$ cat config.mk
export PLATFORM = sky130hd
export DESIGN_NAME = ooo_latency_channel
export DESIGN_NICKNAME = d
export VERILOG_FILES = /design/src/hw/lat_channel_pkg.sv /design/src/hw/sync_fifo.sv /design/src/hw/fence_gate.sv /design/src/hw/delay_picker.sv /design/src/hw/latency_slots.sv /design/src/hw/ooo_latency_channel.sv
export SDC_FILE = /design/constraint.sdc
export NUM_CORES = 2
export LEC_CHECK = 0
export ABC_AREA = 1
export ABC_CLOCK_PERIOD_IN_PS = 9000
export BUFFER_PORTS_ARGS = -buffer_cell sky130_fd_sc_hd__buf_2
export CAP_MARGIN = 20
export CORE_ASPECT_RATIO = 2
export CORE_UTILIZATION = 30
export DETAILED_ROUTE_END_ITERATION = 16
export GPL_TIMING_DRIVEN = 0
export PLACE_DENSITY_LB_ADDON = 0.15
export SETUP_SLACK_MARGIN = 0.2
export SLEW_MARGIN = 20
export SYNTH_ARGS = -nofsm -noshare
export SYNTH_HDL_FRONTEND = slang
export SYNTH_SLANG_ARGS = --single-unit
$ cat constraint.sdc
create_clock -name clk -period 9 [get_ports clk]
set_input_delay 0.45 -clock clk [delete_from_list [all_inputs] [get_ports clk]]
set_output_delay 0.45 -clock clk [all_outputs]
set_load 0.05 [all_outputs]
$ cat src/hw/lat_channel_pkg.sv
// Shared constants for the latency channel
// Header layout, request type codes, delay ranges and default widths
package lat_channel_pkg;

   // Request header word
   localparam int HDR_W = 32;
   // Type field position in the header
   localparam int TYPE_HI = 31;
   localparam int TYPE_LO = 28;

   // Request type codes
   localparam logic [3:0] REQ_RDLINE = 4'd1;
   localparam logic [3:0] REQ_WRLINE = 4'd2;
   // Fence never reaches the wait slots
   localparam logic [3:0] REQ_WRFENCE = 4'd4;

   // Delay counter width
   localparam int DLY_W = 8;

   // Reads land in 20..35 cycles
   localparam logic [DLY_W-1:0] RD_DLY_BASE = 8'd20;
   localparam logic [DLY_W-1:0] RD_DLY_MASK = 8'd15;

   // Writes land in 10..17 cycles
   localparam logic [DLY_W-1:0] WR_DLY_BASE = 8'd10;
   localparam logic [DLY_W-1:0] WR_DLY_MASK = 8'd7;

   // Fixed delay for unknown types
   localparam logic [DLY_W-1:0] UNDEF_DLY = 8'd5;

   // Delay LFSR start value, must be nonzero
   localparam logic [15:0] LFSR_SEED = 16'hace1;

   // Sequence tag stamped on every write
   localparam int TAG_W = 16;

endpackage

$ cat src/hw/sync_fifo.sv
// Show-ahead synchronous FIFO
// Almost-full threshold, one-cycle overflow and underflow flags
`timescale 1ns/1ps

module sync_fifo #(
   parameter int WIDTH      = 64,
   parameter int DEPTH_LOG2 = 3,
   parameter int ALMFULL    = 6
) (
   input  logic             clk,
   input  logic             rst,
   input  logic             wr_en_i,
   input  logic [WIDTH-1:0] din_i,
   input  logic             rd_en_i,
   output logic [WIDTH-1:0] dout_o,
   output logic             valid_o,
   output logic             almfull_o,
   output logic             empty_o,
   output logic             overflow_o,
   output logic             underflow_o
);

   localparam logic [DEPTH_LOG2:0] FULL_LVL = (DEPTH_LOG2+1)'(2 ** DEPTH_LOG2);
   localparam logic [DEPTH_LOG2:0] ALM_LVL  = (DEPTH_LOG2+1)'(ALMFULL);

   logic [WIDTH-1:0]      mem [2 ** DEPTH_LOG2];
   logic [DEPTH_LOG2-1:0] wr_ptr;
   logic [DEPTH_LOG2-1:0] rd_ptr;
   logic [DEPTH_LOG2:0]   count;
   logic                  full;
   logic                  do_wr;
   logic                  do_rd;

   assign full    = (count == FULL_LVL);
   assign empty_o = (count == '0);
   assign valid_o = !empty_o;
   // Almost full when occupancy reaches the threshold
   assign almfull_o = (count >= ALM_LVL);
   // Head is visible without a read
   assign dout_o = mem[rd_ptr];

   // Illegal accesses are dropped
   assign do_wr = wr_en_i && !full;
   assign do_rd = rd_en_i && !empty_o;

   always_ff @(posedge clk) begin
      if (do_wr) begin
         mem[wr_ptr] <= din_i;
      end
   end

   always_ff @(posedge clk) begin
      if (rst) begin
         wr_ptr      <= '0;
         rd_ptr      <= '0;
         count       <= '0;
         overflow_o  <= 1'b0;
         underflow_o <= 1'b0;
      end else begin
         if (do_wr) begin
            wr_ptr <= wr_ptr + 1'b1;
         end
         if (do_rd) begin
            rd_ptr <= rd_ptr + 1'b1;
         end
         // Occupancy only moves on a lone write or a lone read
         case ({do_wr, do_rd})
            2'b10:   count <= count + 1'b1;
            2'b01:   count <= count - 1'b1;
            default: count <= count;
         endcase
         // One-cycle error pulses
         overflow_o  <= wr_en_i && full;
         underflow_o <= rd_en_i && empty_o;
      end
   end

endmodule

$ cat src/hw/fence_gate.sv
// Gate between the input FIFO and the wait slots
// Traps write fences until drained, forwards other requests as a strobe
`timescale 1ns/1ps

module fence_gate import lat_channel_pkg::*; #(
   parameter int DATA_W = 64
) (
   input  logic              clk,
   input  logic              rst,
   input  logic              in_valid_i,
   input  logic [TAG_W-1:0]  in_tag_i,
   input  logic [HDR_W-1:0]  in_hdr_i,
   input  logic [DATA_W-1:0] in_data_i,
   output logic              pop_o,
   input  logic              slots_almfull_i,
   input  logic              drained_i,
   output logic              req_valid_o,
   output logic [TAG_W-1:0]  req_tag_o,
   output logic [HDR_W-1:0]  req_hdr_o,
   output logic [DATA_W-1:0] req_data_o
);

   // Gate FSM states
   localparam logic [1:0] ST_PASS   = 2'd0;
   localparam logic [1:0] ST_FENCE  = 2'd1;
   localparam logic [1:0] ST_SETTLE = 2'd2;

   logic [1:0] state;
   logic [3:0] head_type;
   logic       head_fence;
   logic       pass_pop;
   logic       fence_pop;

   assign head_type  = in_hdr_i[TYPE_HI:TYPE_LO];
   assign head_fence = in_valid_i && (head_type == REQ_WRFENCE);

   // Normal request moves on while slots have room
   assign pass_pop  = (state == ST_PASS) && in_valid_i && !head_fence && !slots_almfull_i;
   // Fence is dropped once slots and output FIFO are empty
   assign fence_pop = (state == ST_FENCE) && drained_i;
   assign pop_o     = pass_pop || fence_pop;

   always_ff @(posedge clk) begin
      if (rst) begin
         state       <= ST_PASS;
         req_valid_o <= 1'b0;
      end else begin
         req_valid_o <= pass_pop;
         case (state)
            ST_PASS: begin
               if (head_fence) begin
                  state <= ST_FENCE;
               end
            end
            ST_FENCE: begin
               if (drained_i) begin
                  state <= ST_SETTLE;
               end
            end
            // One bubble while the FIFO head moves past the fence
            ST_SETTLE: state <= ST_PASS;
            default:   state <= ST_PASS;
         endcase
      end
   end

   // Request register, one cycle behind the pop
   always_ff @(posedge clk) begin
      if (pass_pop) begin
         req_tag_o  <= in_tag_i;
         req_hdr_o  <= in_hdr_i;
         req_data_o <= in_data_i;
      end
   end

endmodule

$ cat src/hw/delay_picker.sv
// Pseudo-random delay source
// Galois LFSR masked into the range of each request type
`timescale 1ns/1ps

module delay_picker import lat_channel_pkg::*; (
   input  logic             clk,
   input  logic             rst,
   input  logic [3:0]       type_i,
   output logic [DLY_W-1:0] delay_o
);

   // x^16 + x^14 + x^13 + x^11 + 1
   localparam logic [15:0] LFSR_TAPS = 16'hb400;

   logic [15:0]      lfsr;
   logic [DLY_W-1:0] rnd;

   // Free-running, one step per cycle
   always_ff @(posedge clk) begin
      if (rst) begin
         lfsr <= LFSR_SEED;
      end else if (lfsr[0]) begin
         lfsr <= {1'b0, lfsr[15:1]} ^ LFSR_TAPS;
      end else begin
         lfsr <= {1'b0, lfsr[15:1]};
      end
   end

   assign rnd = lfsr[DLY_W-1:0];

   // Base plus masked random bits
   always_comb begin
      case (type_i)
         REQ_RDLINE: delay_o = RD_DLY_BASE + (rnd & RD_DLY_MASK);
         REQ_WRLINE: delay_o = WR_DLY_BASE + (rnd & WR_DLY_MASK);
         default:    delay_o = UNDEF_DLY;
      endcase
   end

endmodule

$ cat src/hw/latency_slots.sv
// Wait-slot array for the latency channel
// Rotating free-slot search, per-slot countdown, rotating release of ready slots
`timescale 1ns/1ps

module latency_slots import lat_channel_pkg::*; #(
   parameter int DATA_W    = 64,
   parameter int NUM_SLOTS = 8
) (
   input  logic              clk,
   input  logic              rst,
   input  logic              req_valid_i,
   input  logic [TAG_W-1:0]  req_tag_i,
   input  logic [HDR_W-1:0]  req_hdr_i,
   input  logic [DATA_W-1:0] req_data_i,
   output logic              almfull_o,
   output logic              empty_o,
   input  logic              out_almfull_i,
   output logic              rel_valid_o,
   output logic [TAG_W-1:0]  rel_tag_o,
   output logic [HDR_W-1:0]  rel_hdr_o,
   output logic [DATA_W-1:0] rel_data_o
);

   localparam int SLOT_W = $clog2(NUM_SLOTS);
   localparam logic [SLOT_W:0] ALL_FREE = (SLOT_W+1)'(NUM_SLOTS);

   // Slot states
   localparam logic [1:0] SL_FREE  = 2'd0;
   localparam logic [1:0] SL_COUNT = 2'd1;
   localparam logic [1:0] SL_READY = 2'd2;

   logic [1:0]          slot_st   [NUM_SLOTS];
   logic [DLY_W-1:0]    slot_cnt  [NUM_SLOTS];
   logic [TAG_W-1:0]    slot_tag  [NUM_SLOTS];
   logic [HDR_W-1:0]    slot_hdr  [NUM_SLOTS];
   logic [DATA_W-1:0]   slot_data [NUM_SLOTS];
   logic [NUM_SLOTS-1:0] free_vec;
   logic [NUM_SLOTS-1:0] ready_vec;
   logic [SLOT_W:0]     free_cnt;
   logic [SLOT_W-1:0]   push_ptr;
   logic [SLOT_W-1:0]   pop_ptr;
   logic [SLOT_W:0]     push_res;
   logic [SLOT_W:0]     pop_res;
   logic [SLOT_W-1:0]   push_idx;
   logic [SLOT_W-1:0]   pop_idx;
   logic                push_found;
   logic                pop_found;
   logic                do_push;
   logic                do_release;
   logic [DLY_W-1:0]    new_dly;

   // First hit after the last slot used, wrapping around
   function automatic logic [SLOT_W:0] find_slot(input logic [NUM_SLOTS-1:0] hit,
                                                 input logic [SLOT_W-1:0] last);
      logic [SLOT_W:0] res;
      int              pos;
      res = '0;
      // Walk backwards so the nearest hit is kept
      for (int i = NUM_SLOTS; i >= 1; i--) begin
         pos = int'(last) + i;
         if (pos >= NUM_SLOTS) begin
            pos = pos - NUM_SLOTS;
         end
         if (hit[pos]) begin
            res = {1'b1, SLOT_W'(pos)};
         end
      end
      return res;
   endfunction

   delay_picker delay_picker_i (
      .clk     (clk),
      .rst     (rst),
      .type_i  (req_hdr_i[TYPE_HI:TYPE_LO]),
      .delay_o (new_dly)
   );

   always_comb begin
      for (int s = 0; s < NUM_SLOTS; s++) begin
         free_vec[s]  = (slot_st[s] == SL_FREE);
         ready_vec[s] = (slot_st[s] == SL_READY);
      end
   end

   assign free_cnt = (SLOT_W+1)'($countones(free_vec));
   // Room for at most one more request
   assign almfull_o = (free_cnt <= (SLOT_W+1)'(1));
   // Nothing held and nothing on its way to the output FIFO
   assign empty_o = (free_cnt == ALL_FREE) && !rel_valid_o;

   // Found flag on top, slot index below
   assign push_res   = find_slot(free_vec, push_ptr);
   assign pop_res    = find_slot(ready_vec, pop_ptr);
   assign push_found = push_res[SLOT_W];
   assign pop_found  = pop_res[SLOT_W];
   assign push_idx   = push_res[SLOT_W-1:0];
   assign pop_idx    = pop_res[SLOT_W-1:0];

   assign do_push    = req_valid_i && push_found;
   // Release holds off while the output FIFO is nearly full
   assign do_release = pop_found && !out_almfull_i;

   // Slot states and search pointers
   always_ff @(posedge clk) begin
      if (rst) begin
         for (int s = 0; s < NUM_SLOTS; s++) begin
            slot_st[s] <= SL_FREE;
         end
         push_ptr    <= '0;
         pop_ptr     <= '0;
         rel_valid_o <= 1'b0;
      end else begin
         // Countdown done
         for (int s = 0; s < NUM_SLOTS; s++) begin
            if (slot_st[s] == SL_COUNT && slot_cnt[s] == '0) begin
               slot_st[s] <= SL_READY;
            end
         end
         if (do_push) begin
            slot_st[push_idx] <= SL_COUNT;
            push_ptr          <= push_idx;
         end
         if (do_release) begin
            slot_st[pop_idx] <= SL_FREE;
            pop_ptr          <= pop_idx;
         end
         rel_valid_o <= do_release;
      end
   end

   // Counters and payload
   always_ff @(posedge clk) begin
      for (int s = 0; s < NUM_SLOTS; s++) begin
         if (slot_st[s] == SL_COUNT && slot_cnt[s] != '0) begin
            slot_cnt[s] <= slot_cnt[s] - 1'b1;
         end
      end
      if (do_push) begin
         slot_cnt[push_idx]  <= new_dly;
         slot_tag[push_idx]  <= req_tag_i;
         slot_hdr[push_idx]  <= req_hdr_i;
         slot_data[push_idx] <= req_data_i;
      end
      // Released request registered toward the output FIFO
      if (do_release) begin
         rel_tag_o  <= slot_tag[pop_idx];
         rel_hdr_o  <= slot_hdr[pop_idx];
         rel_data_o <= slot_data[pop_idx];
      end
   end

endmodule

$ cat src/hw/ooo_latency_channel.sv
// Out-of-order latency channel top level
// Request tagging, input FIFO, fence gate, wait slots, output FIFO
`timescale 1ns/1ps

module ooo_latency_channel import lat_channel_pkg::*; #(
   parameter int DATA_W         = 64,
   parameter int NUM_SLOTS      = 8,
   parameter int IN_DEPTH_LOG2  = 4,
   parameter int OUT_DEPTH_LOG2 = 3,
   parameter int IN_ALMFULL     = 12,
   parameter int OUT_ALMFULL    = 6
) (
   input  logic              clk,
   input  logic              rst,
   input  logic              write_i,
   input  logic [HDR_W-1:0]  hdr_i,
   input  logic [DATA_W-1:0] data_i,
   output logic              full_o,
   output logic              valid_o,
   input  logic              read_i,
   output logic [TAG_W-1:0]  tag_o,
   output logic [HDR_W-1:0]  hdr_o,
   output logic [DATA_W-1:0] data_o,
   output logic              empty_o,
   output logic              overflow_o,
   output logic              underflow_o
);

   // Tag, header, data
   localparam int WORD_W = TAG_W + HDR_W + DATA_W;

   logic [TAG_W-1:0]  tag_cnt;
   logic              in_valid;
   logic              in_pop;
   logic [TAG_W-1:0]  in_tag;
   logic [HDR_W-1:0]  in_hdr;
   logic [DATA_W-1:0] in_data;
   logic              in_ovf;
   logic              in_unf;
   logic              req_valid;
   logic [TAG_W-1:0]  req_tag;
   logic [HDR_W-1:0]  req_hdr;
   logic [DATA_W-1:0] req_data;
   logic              slots_almfull;
   logic              slots_empty;
   logic              drained;
   logic              rel_valid;
   logic [TAG_W-1:0]  rel_tag;
   logic [HDR_W-1:0]  rel_hdr;
   logic [DATA_W-1:0] rel_data;
   logic              out_almfull;
   logic              out_ovf;
   logic              out_unf;

   // Every write gets the next tag, fences too
   always_ff @(posedge clk) begin
      if (rst) begin
         tag_cnt <= '0;
      end else if (write_i) begin
         tag_cnt <= tag_cnt + 1'b1;
      end
   end

   // Burst staging
   sync_fifo #(
      .WIDTH      (WORD_W),
      .DEPTH_LOG2 (IN_DEPTH_LOG2),
      .ALMFULL    (IN_ALMFULL)
   ) in_fifo_i (
      .clk         (clk),
      .rst         (rst),
      .wr_en_i     (write_i),
      .din_i       ({tag_cnt, hdr_i, data_i}),
      .rd_en_i     (in_pop),
      .dout_o      ({in_tag, in_hdr, in_data}),
      .valid_o     (in_valid),
      .almfull_o   (full_o),
      .empty_o     (),
      .overflow_o  (in_ovf),
      .underflow_o (in_unf)
   );

   // Fence waits on everything ahead of it
   assign drained = slots_empty && empty_o;

   fence_gate #(
      .DATA_W (DATA_W)
   ) fence_gate_i (
      .clk             (clk),
      .rst             (rst),
      .in_valid_i      (in_valid),
      .in_tag_i        (in_tag),
      .in_hdr_i        (in_hdr),
      .in_data_i       (in_data),
      .pop_o           (in_pop),
      .slots_almfull_i (slots_almfull),
      .drained_i       (drained),
      .req_valid_o     (req_valid),
      .req_tag_o       (req_tag),
      .req_hdr_o       (req_hdr),
      .req_data_o      (req_data)
   );

   latency_slots #(
      .DATA_W    (DATA_W),
      .NUM_SLOTS (NUM_SLOTS)
   ) latency_slots_i (
      .clk           (clk),
      .rst           (rst),
      .req_valid_i   (req_valid),
      .req_tag_i     (req_tag),
      .req_hdr_i     (req_hdr),
      .req_data_i    (req_data),
      .almfull_o     (slots_almfull),
      .empty_o       (slots_empty),
      .out_almfull_i (out_almfull),
      .rel_valid_o   (rel_valid),
      .rel_tag_o     (rel_tag),
      .rel_hdr_o     (rel_hdr),
      .rel_data_o    (rel_data)
   );

   // Released requests, now out of order
   sync_fifo #(
      .WIDTH      (WORD_W),
      .DEPTH_LOG2 (OUT_DEPTH_LOG2),
      .ALMFULL    (OUT_ALMFULL)
   ) out_fifo_i (
      .clk         (clk),
      .rst         (rst),
      .wr_en_i     (rel_valid),
      .din_i       ({rel_tag, rel_hdr, rel_data}),
      .rd_en_i     (read_i),
      .dout_o      ({tag_o, hdr_o, data_o}),
      .valid_o     (valid_o),
      .almfull_o   (out_almfull),
      .empty_o     (empty_o),
      .overflow_o  (out_ovf),
      .underflow_o (out_unf)
   );

   assign overflow_o  = in_ovf || out_ovf;
   assign underflow_o = in_unf || out_unf;

endmodule

; Yosys cells after proc, flatten, opt, wreduce, memory -nomap -nowiden
; Memories as Yosys holds them, arrays and structs flattened. A register that Yosys moved wholly into a read port is not among the register bits.
; Index checks and enable logic that the tools add are counted.
[classes]
n_eq_ne = 29
shifts = 0
mux = 152
bitwise_logic = 9
reduce_logical = 74
n_div = 0
order_cmp = 35
n_addsub = 58
mul = 0
[ops]
columns = cell, count
row1 = ">= comparator 32 x 5 -> 1 bit, second input constant", 16
row2 = "less-than comparator 32 x 5 -> 1 bit, second input constant", 16
row3 = two-way mux 32 bit, 16
row4 = "subtractor 32 x 5 -> 32 bit, second input constant", 16
row5 = two-way mux 1 bit, 85
row6 = two-way mux 4 bit, 18
row7 = logical NOT 8 bit, 8
row8 = nonzero test 8 bit, 8
row9 = "subtractor 8 x 1 -> 8 bit, second input constant", 8
row10 = binary-select mux 1 bit (select 3 bit), 16
row11 = logical AND 1 bit, 33
row12 = "adder 3 x 3 -> 4 bit, second input constant", 8
row13 = "equality test 2 x 1 -> 1 bit, second input constant", 11
row14 = "equality test 2 bit, second input constant", 10
row15 = two-way mux 2 bit, 10
row16 = logical NOT 2 bit, 9
row17 = "adder 16 x 1 -> 16 bit, second input constant", 1
row18 = "adder 3 x 2 -> 4 bit, second input constant", 4
row19 = two-way mux 16 bit, 1
row20 = "adder 4 x 1 -> 4 bit, second input constant", 3
row21 = adder 4 bit, 3
row22 = one-hot mux 6 bit (2 select lines), 1
row23 = "adder 3 x 4 -> 5 bit, second input constant", 2
row24 = one-hot mux 5 bit (2 select lines), 1
row25 = 28 further kinds, 53
[totals]
rom_bits = 0
latch_bits = 0
mem_bits_rw = 3664
out_inout_bits = 117
regBits = 181
n_memories = 7
[memory_table]
columns = name, depth, word_bits, read_ports, rd_clocked_by_memory_dff, wr, line_no
row1 = in_fifo_i.mem, 16, 112, 1, 1, 1, sync_fifo.sv:26  ; logic [WIDTH-1:0] mem [2 ** DEPTH_LOG2];
row2 = out_fifo_i.mem, 8, 112, 1, 1, 1, sync_fifo.sv:26
row3 = latency_slots_i.slot_data, 8, 64, 1, 1, 1, latency_slots.sv:36  ; logic [DATA_W-1:0] slot_data [NUM_SLOTS];
row4 = latency_slots_i.slot_hdr, 8, 32, 1, 1, 1, latency_slots.sv:35  ; logic [HDR_W-1:0] slot_hdr [NUM_SLOTS];
row5 = latency_slots_i.slot_tag, 8, 16, 1, 1, 1, latency_slots.sv:34  ; logic [TAG_W-1:0] slot_tag [NUM_SLOTS];
row6 = latency_slots_i.slot_cnt, 8, 8, 8, 0, 9, latency_slots.sv:33  ; logic [DLY_W-1:0] slot_cnt [NUM_SLOTS];
row7 = +1 memories, --, --, --, --, --, --

; Depth between registers and ports, before layout
[logic_depth]
ltp_word = 18
ltp_mapped = 28

; Modules after synthesis
; A second synthesis with hierarchy kept.
[hier_totals]
hier_cells = 12200
hier_area_um2 = 159609.3
[modules_own_cells]
columns = module, instances, area_per_inst_um2, cells_per_inst, seq_area_each_um2
row1 = sync_fifo (in_fifo_i), 1, 72139.2, 4839, 54192.0
row2 = latency_slots, 1, 46987.6, 4420, 32651.3
row3 = sync_fifo (out_fifo_i), 1, 35524.1, 2618, 27206.1
row4 = fence_gate, 1, 3499.6, 131, 3423.3
row5 = ooo_latency_channel, 1, 837.1, 122, 320.3
row6 = delay_picker, 1, 621.8, 70, 320.3

; Least setup slack after synthesis
; Ideal clock, no wire load.
[synth_timing]
kind = in2reg
start = in write_i
end = mem in_fifo_i.mem[11][0] (netlist name) (enable)
cell_stages = 5
slack_ns = 2.573
setup_ns = 0.584
arrival_time_ns = 5.843
t_required_ns = 8.416
cell_sequence = clkbuf_1 nand2_1 inv_1 nand2_1 nor2_1
[synth_between]
elab_chain_cells = 3
[synth_lines]
columns = element, line_no
row1 = from (decl), ooo_latency_channel.sv:15  ; input logic write_i,
row2 = logical AND 1 bit, sync_fifo.sv:43  ; assign do_wr = wr_en_i && !full;
row3 = two-way mux 1 bit, sync_fifo.sv:47  ; if (do_wr) begin
row4 = two-way mux 1 bit (implied by the code), sync_fifo.sv:48  ; mem[wr_ptr] <= din_i;
row5 = to (decl), sync_fifo.sv:26
; Every way passes these cells.

==> results summary <==
The final global-route overflow total is 0. The total negative setup slack came out at 0 ns. In this run the critical register-to-register path is captured at fence_gate_i.req_data_o[9]. The time the final worst path needs with I/O delays and setup came out at 5.55 ns. The number of ports placed on the die boundary came out at 217. The unique cell type count in the Yosys netlist is 59. The top cell types in the final layout, fill and taps aside, are 3856 x sky130_fd_sc_hd__edfxtp_1, 2796 x sky130_fd_sc_hd__nand2_1, 1800 x sky130_fd_sc_hd__nor2_1.

The number of global-route vias before repair is 101000. The number of buffers inserted during clock tree synthesis came out at 347. For the worst setup path, the data required time is 8.55 ns.

The routed wire length came out at 540000 um. The total nets after synthesis came out at 12400. The number of cell rows came out at 374. The leakage power summed over all cells came out at 63.5 nW. The setup slack on the worst flop-to-flop path is 3.48 ns.

The tree is rooted in a sky130_fd_sc_hd__clkbuf_16. The combined global-route utilization of all metal layers is 20.2%. The arrival time of data at the critical path endpoint is 5.10 ns. The worst setup path is launched from a flop. The slew at the pin with the worst max-slew slack is 1.28 ns. The startpoint identified for the worst hold timing path is write_i. The number of buffer and inverter instances along the worst setup path is 8. Post-CTS timing repair inserted 0 buffers for setup. The remaining number of nets flagged by the antenna check after routing is 0. The clock sink count is 3964. In this run the power density over the cells is 393 nW/um2.

After synthesis the cells add up to 156000 um2. Measured in cells, the most critical reg-to-reg path has a length of 10. The final setup violation count came out at 0. The mean instance size in the synthesized netlist is 12.7 um2.

The clock-pin slew on the worst setup and hold paths came out at 0.07 ns. The number of gates resized after cts came out at 0. The maximum number of pins on one net before global-route repair is 85.

The average routed wire per standard cell is 26.7 um. The number of antenna violations at the first check in global routing is 64. The post-detailed-route DRC marker count came out at 0.

The count of cells along the worst hold path is 2. The largest fanout on the critical path came out at 10. In this run the standard cell core region covers 518000 um2. The signal on the critical path passes through clkbuf_2 > buf_12 > inv_1 > clkbuf_1 > clkbuf_2 > buf_12 > clkbuf_1 > nor2_1 > o22ai_1 > nor2_1 > a31oi_1 > buf_2. The filler cells instantiated in the layout total 50200. The storage element area is 118000 um2. The worst setup path is captured at a primary output. The H-tree was split into 5 levels.

The max-slew violation total from the final report was 0. The sequential fraction of the synthesis area came out at 75.6%. The number of nets in the final layout is 13300. The proportion of layout cells with a drive suffix above 1 is 9.83%.

The final weighted congestion in routability-driven placement is 0.836. The synthesized design contains 3964 register bits. During synthesis, Yosys emitted a total of 0 warnings. The first global-routing pass estimated 754000 um of wire. The die width is 512 um.

The clock latency at the later pin of the worst-skew pair is 0.96 ns. The detailed router's first-iteration violation count came out at 6313. The number of optimization iterations in the first detailed-route pass came out at 6. The vias per cell is 4.86. The count of flip-flops with a built-in enable after synthesis came out at 3856. Setup repair after global routing left no endpoint under its margin. The post-route total power came out at 72.3 mW. The share of the clock period used by the worst path came out at 61.6%. The count of max-cap constraint violations is 0. The primary flip-flop cell chosen by synthesis mapping is sky130_fd_sc_hd__edfxtp_1. For this design, the slowest cell found on the critical path is sky130_fd_sc_hd__clkbuf_1.

The upper clock frequency limit is 0.180 GHz. The cell family contributing the most delay on the critical path is buffers and inverters. The hold violation total from the final report came out at 0. The vertical die dimension is 1020 um. The worst clock skew on the final layout is 0.0524 ns. The critical path class is flop to primary output. In the final layout, the multi-input gates occupy 33800 um2. The min-delay analysis places its worst path in the category input pin to flop. The CTS tree is built. The floorplan step defined a die boundary enclosing 523000 um2. The total of buffers placed on input and output ports came out at 214.

The total half-perimeter wirelength after legalization and detailed placement is 399000 um. The fraction of registers with async set/reset is 0%. The signed area change from the synthesized netlist to the final layout is 17.8%. The worst IR drop on VDD is 0.000551 V. The vias after detailed routing came out at 98500.

For hold timing, the worst endpoint is tag_cnt[0]. Leaving out fill and tap cells, the most frequent cell in the layout is sky130_fd_sc_hd__edfxtp_1. The run finished with clean final reports. The synthesized netlist cell count is 12300. The clock passes through at most 4 buffers. On the worst path, the slowest cell contributes a delay of 0.86 ns. The initial core utilization came out at 30.1%. Once layout is complete, the utilization of the core stands at 35.5%. Headroom to the max-slew limit came out at 14.8%.
## registers in the layout, summed over array words and instances, names as in the netlist, 32 cells and up, named ones only
signal	flops
latency_slots_i.rel_data_o	64
latency_slots_i.slot_cnt	64
latency_slots_i.slot_data	512
in_fifo_i.mem	1792
latency_slots_i.slot_tag	128
latency_slots_i.slot_hdr	256
fence_gate_i.req_data_o	64
out_fifo_i.mem	896
latency_slots_i.rel_hdr_o	32
fence_gate_i.req_hdr_o	32
## where the power goes
group / switching (mW) / leakage, nW / total (mW) / internal (mW)
sequential: 1.72 / 36.0 / 27.0 / 25.2
clock: 6.98 / 5.49 / 15.3 / 8.34
combinational: 22.4 / 22.0 / 30.0 / 7.57
## routing by layer
| layer | routed length [um] | GRT usage [%] | share of wire [%] | vias up |
|---|---|---|---|---|
| met1 | 182000 | 19.5 | 34 | 49200 |
| met4 | 31300 | 10.6 | 5.8 | 44 |
| li1 | - | - | - | 45900 |
| met2 | 308000 | 40.9 | 57 | 2391 |
| met5 | 290 | 0 | 0.054 | - |
| met3 | 19200 | 2.37 | 3.6 | 1028 |
## worst max-delay path by stage
stage	startpoint	to	slack, ns	cells after the start
2_1_floorplan	write_i	in_fifo_i.mem[11][0]	2.57	5
3_3_place_gp	write_i	in_fifo_i.mem[1][66]	-6.57	5
3_5_place_dp	flop	fence_gate_i.req_data_o[9]	3.57	10
4_1_cts	flop	data_o[13]	3.10	12
5_1_grt	flop	data_o[13]	3.23	12
6_report	flop	data_o[13]	3.45	12
## through the flow
step | area, um2 | worst slack [ns] | std cells | hold slack [ns]
final | 184000 | 3.45 | 20300 | 0.0953
after global routing | 184000 | 3.23 | 20200 | 0.0947
after global placement | 165000 | -6.57 | 19300 | 0.391
after CTS | 184000 | 3.10 | 20200 | 0.0236
after floorplan | 156000 | 2.57 | 12300 | 0.388
after detailed placement | 171000 | 3.57 | 19500 | 0.393
## cell usage after synthesis (34+ instances only)
library cell / count / area (um2)
sky130_fd_sc_hd__edfxtp_1: 3856 / 116000
sky130_fd_sc_hd__buf_6: 39 / 439
sky130_fd_sc_hd__a31oi_1: 114 / 713
sky130_fd_sc_hd__o21ai_0: 1381 / 6910
sky130_fd_sc_hd__buf_1: 34 / 128
sky130_fd_sc_hd__o221ai_1: 339 / 2970
sky130_fd_sc_hd__ha_1: 39 / 488
sky130_fd_sc_hd__buf_2: 97 / 485
sky130_fd_sc_hd__inv_1: 241 / 905
sky130_fd_sc_hd__nand2_1: 2796 / 10500
sky130_fd_sc_hd__o22ai_1: 212 / 1330
sky130_fd_sc_hd__nor2_1: 1824 / 6850
sky130_fd_sc_hd__dfxtp_1: 108 / 2160
sky130_fd_sc_hd__clkbuf_1: 513 / 1930
sky130_fd_sc_hd__nand3_1: 229 / 1150
sky130_fd_sc_hd__buf_4: 42 / 315
sky130_fd_sc_hd__o211ai_1: 107 / 803
sky130_fd_sc_hd__a21oi_1: 58 / 290
sky130_fd_sc_hd__o21ai_1: 37 / 185
## cell type report
class,instances,area share (%)
Antenna cell,32,0.0436
Buffer,732,1.89
Clock buffer,435,5.11
Clock inverter,193,1.01
Inverter,263,0.563
Multi-Input combinational cell,7321,18.4
Sequential cell,3964,64.2
Tap cell,6768,4.61
Timing Repair Buffer,563,4.18
## repair_timing
item | in CTS | in global routing
hold buffers | 97 | 0
setup endpoints to repair | 0 | 0
hold endpoints to repair | 1537 | 0
## logic make-up after synthesis
kind of cell / count (synthesis) / share of synthesized area (%)
simple gates: 4962 / 12.3
flops: 3964 / 75.6
compound gates: 2270 / 8.59
buf+inv: 995 / 2.81
xor+xnor: 44 / 0.247
fa+ha+maj: 44 / 0.377
mux: 1 / 0.00642
Power figures use the tool's default switching activity.
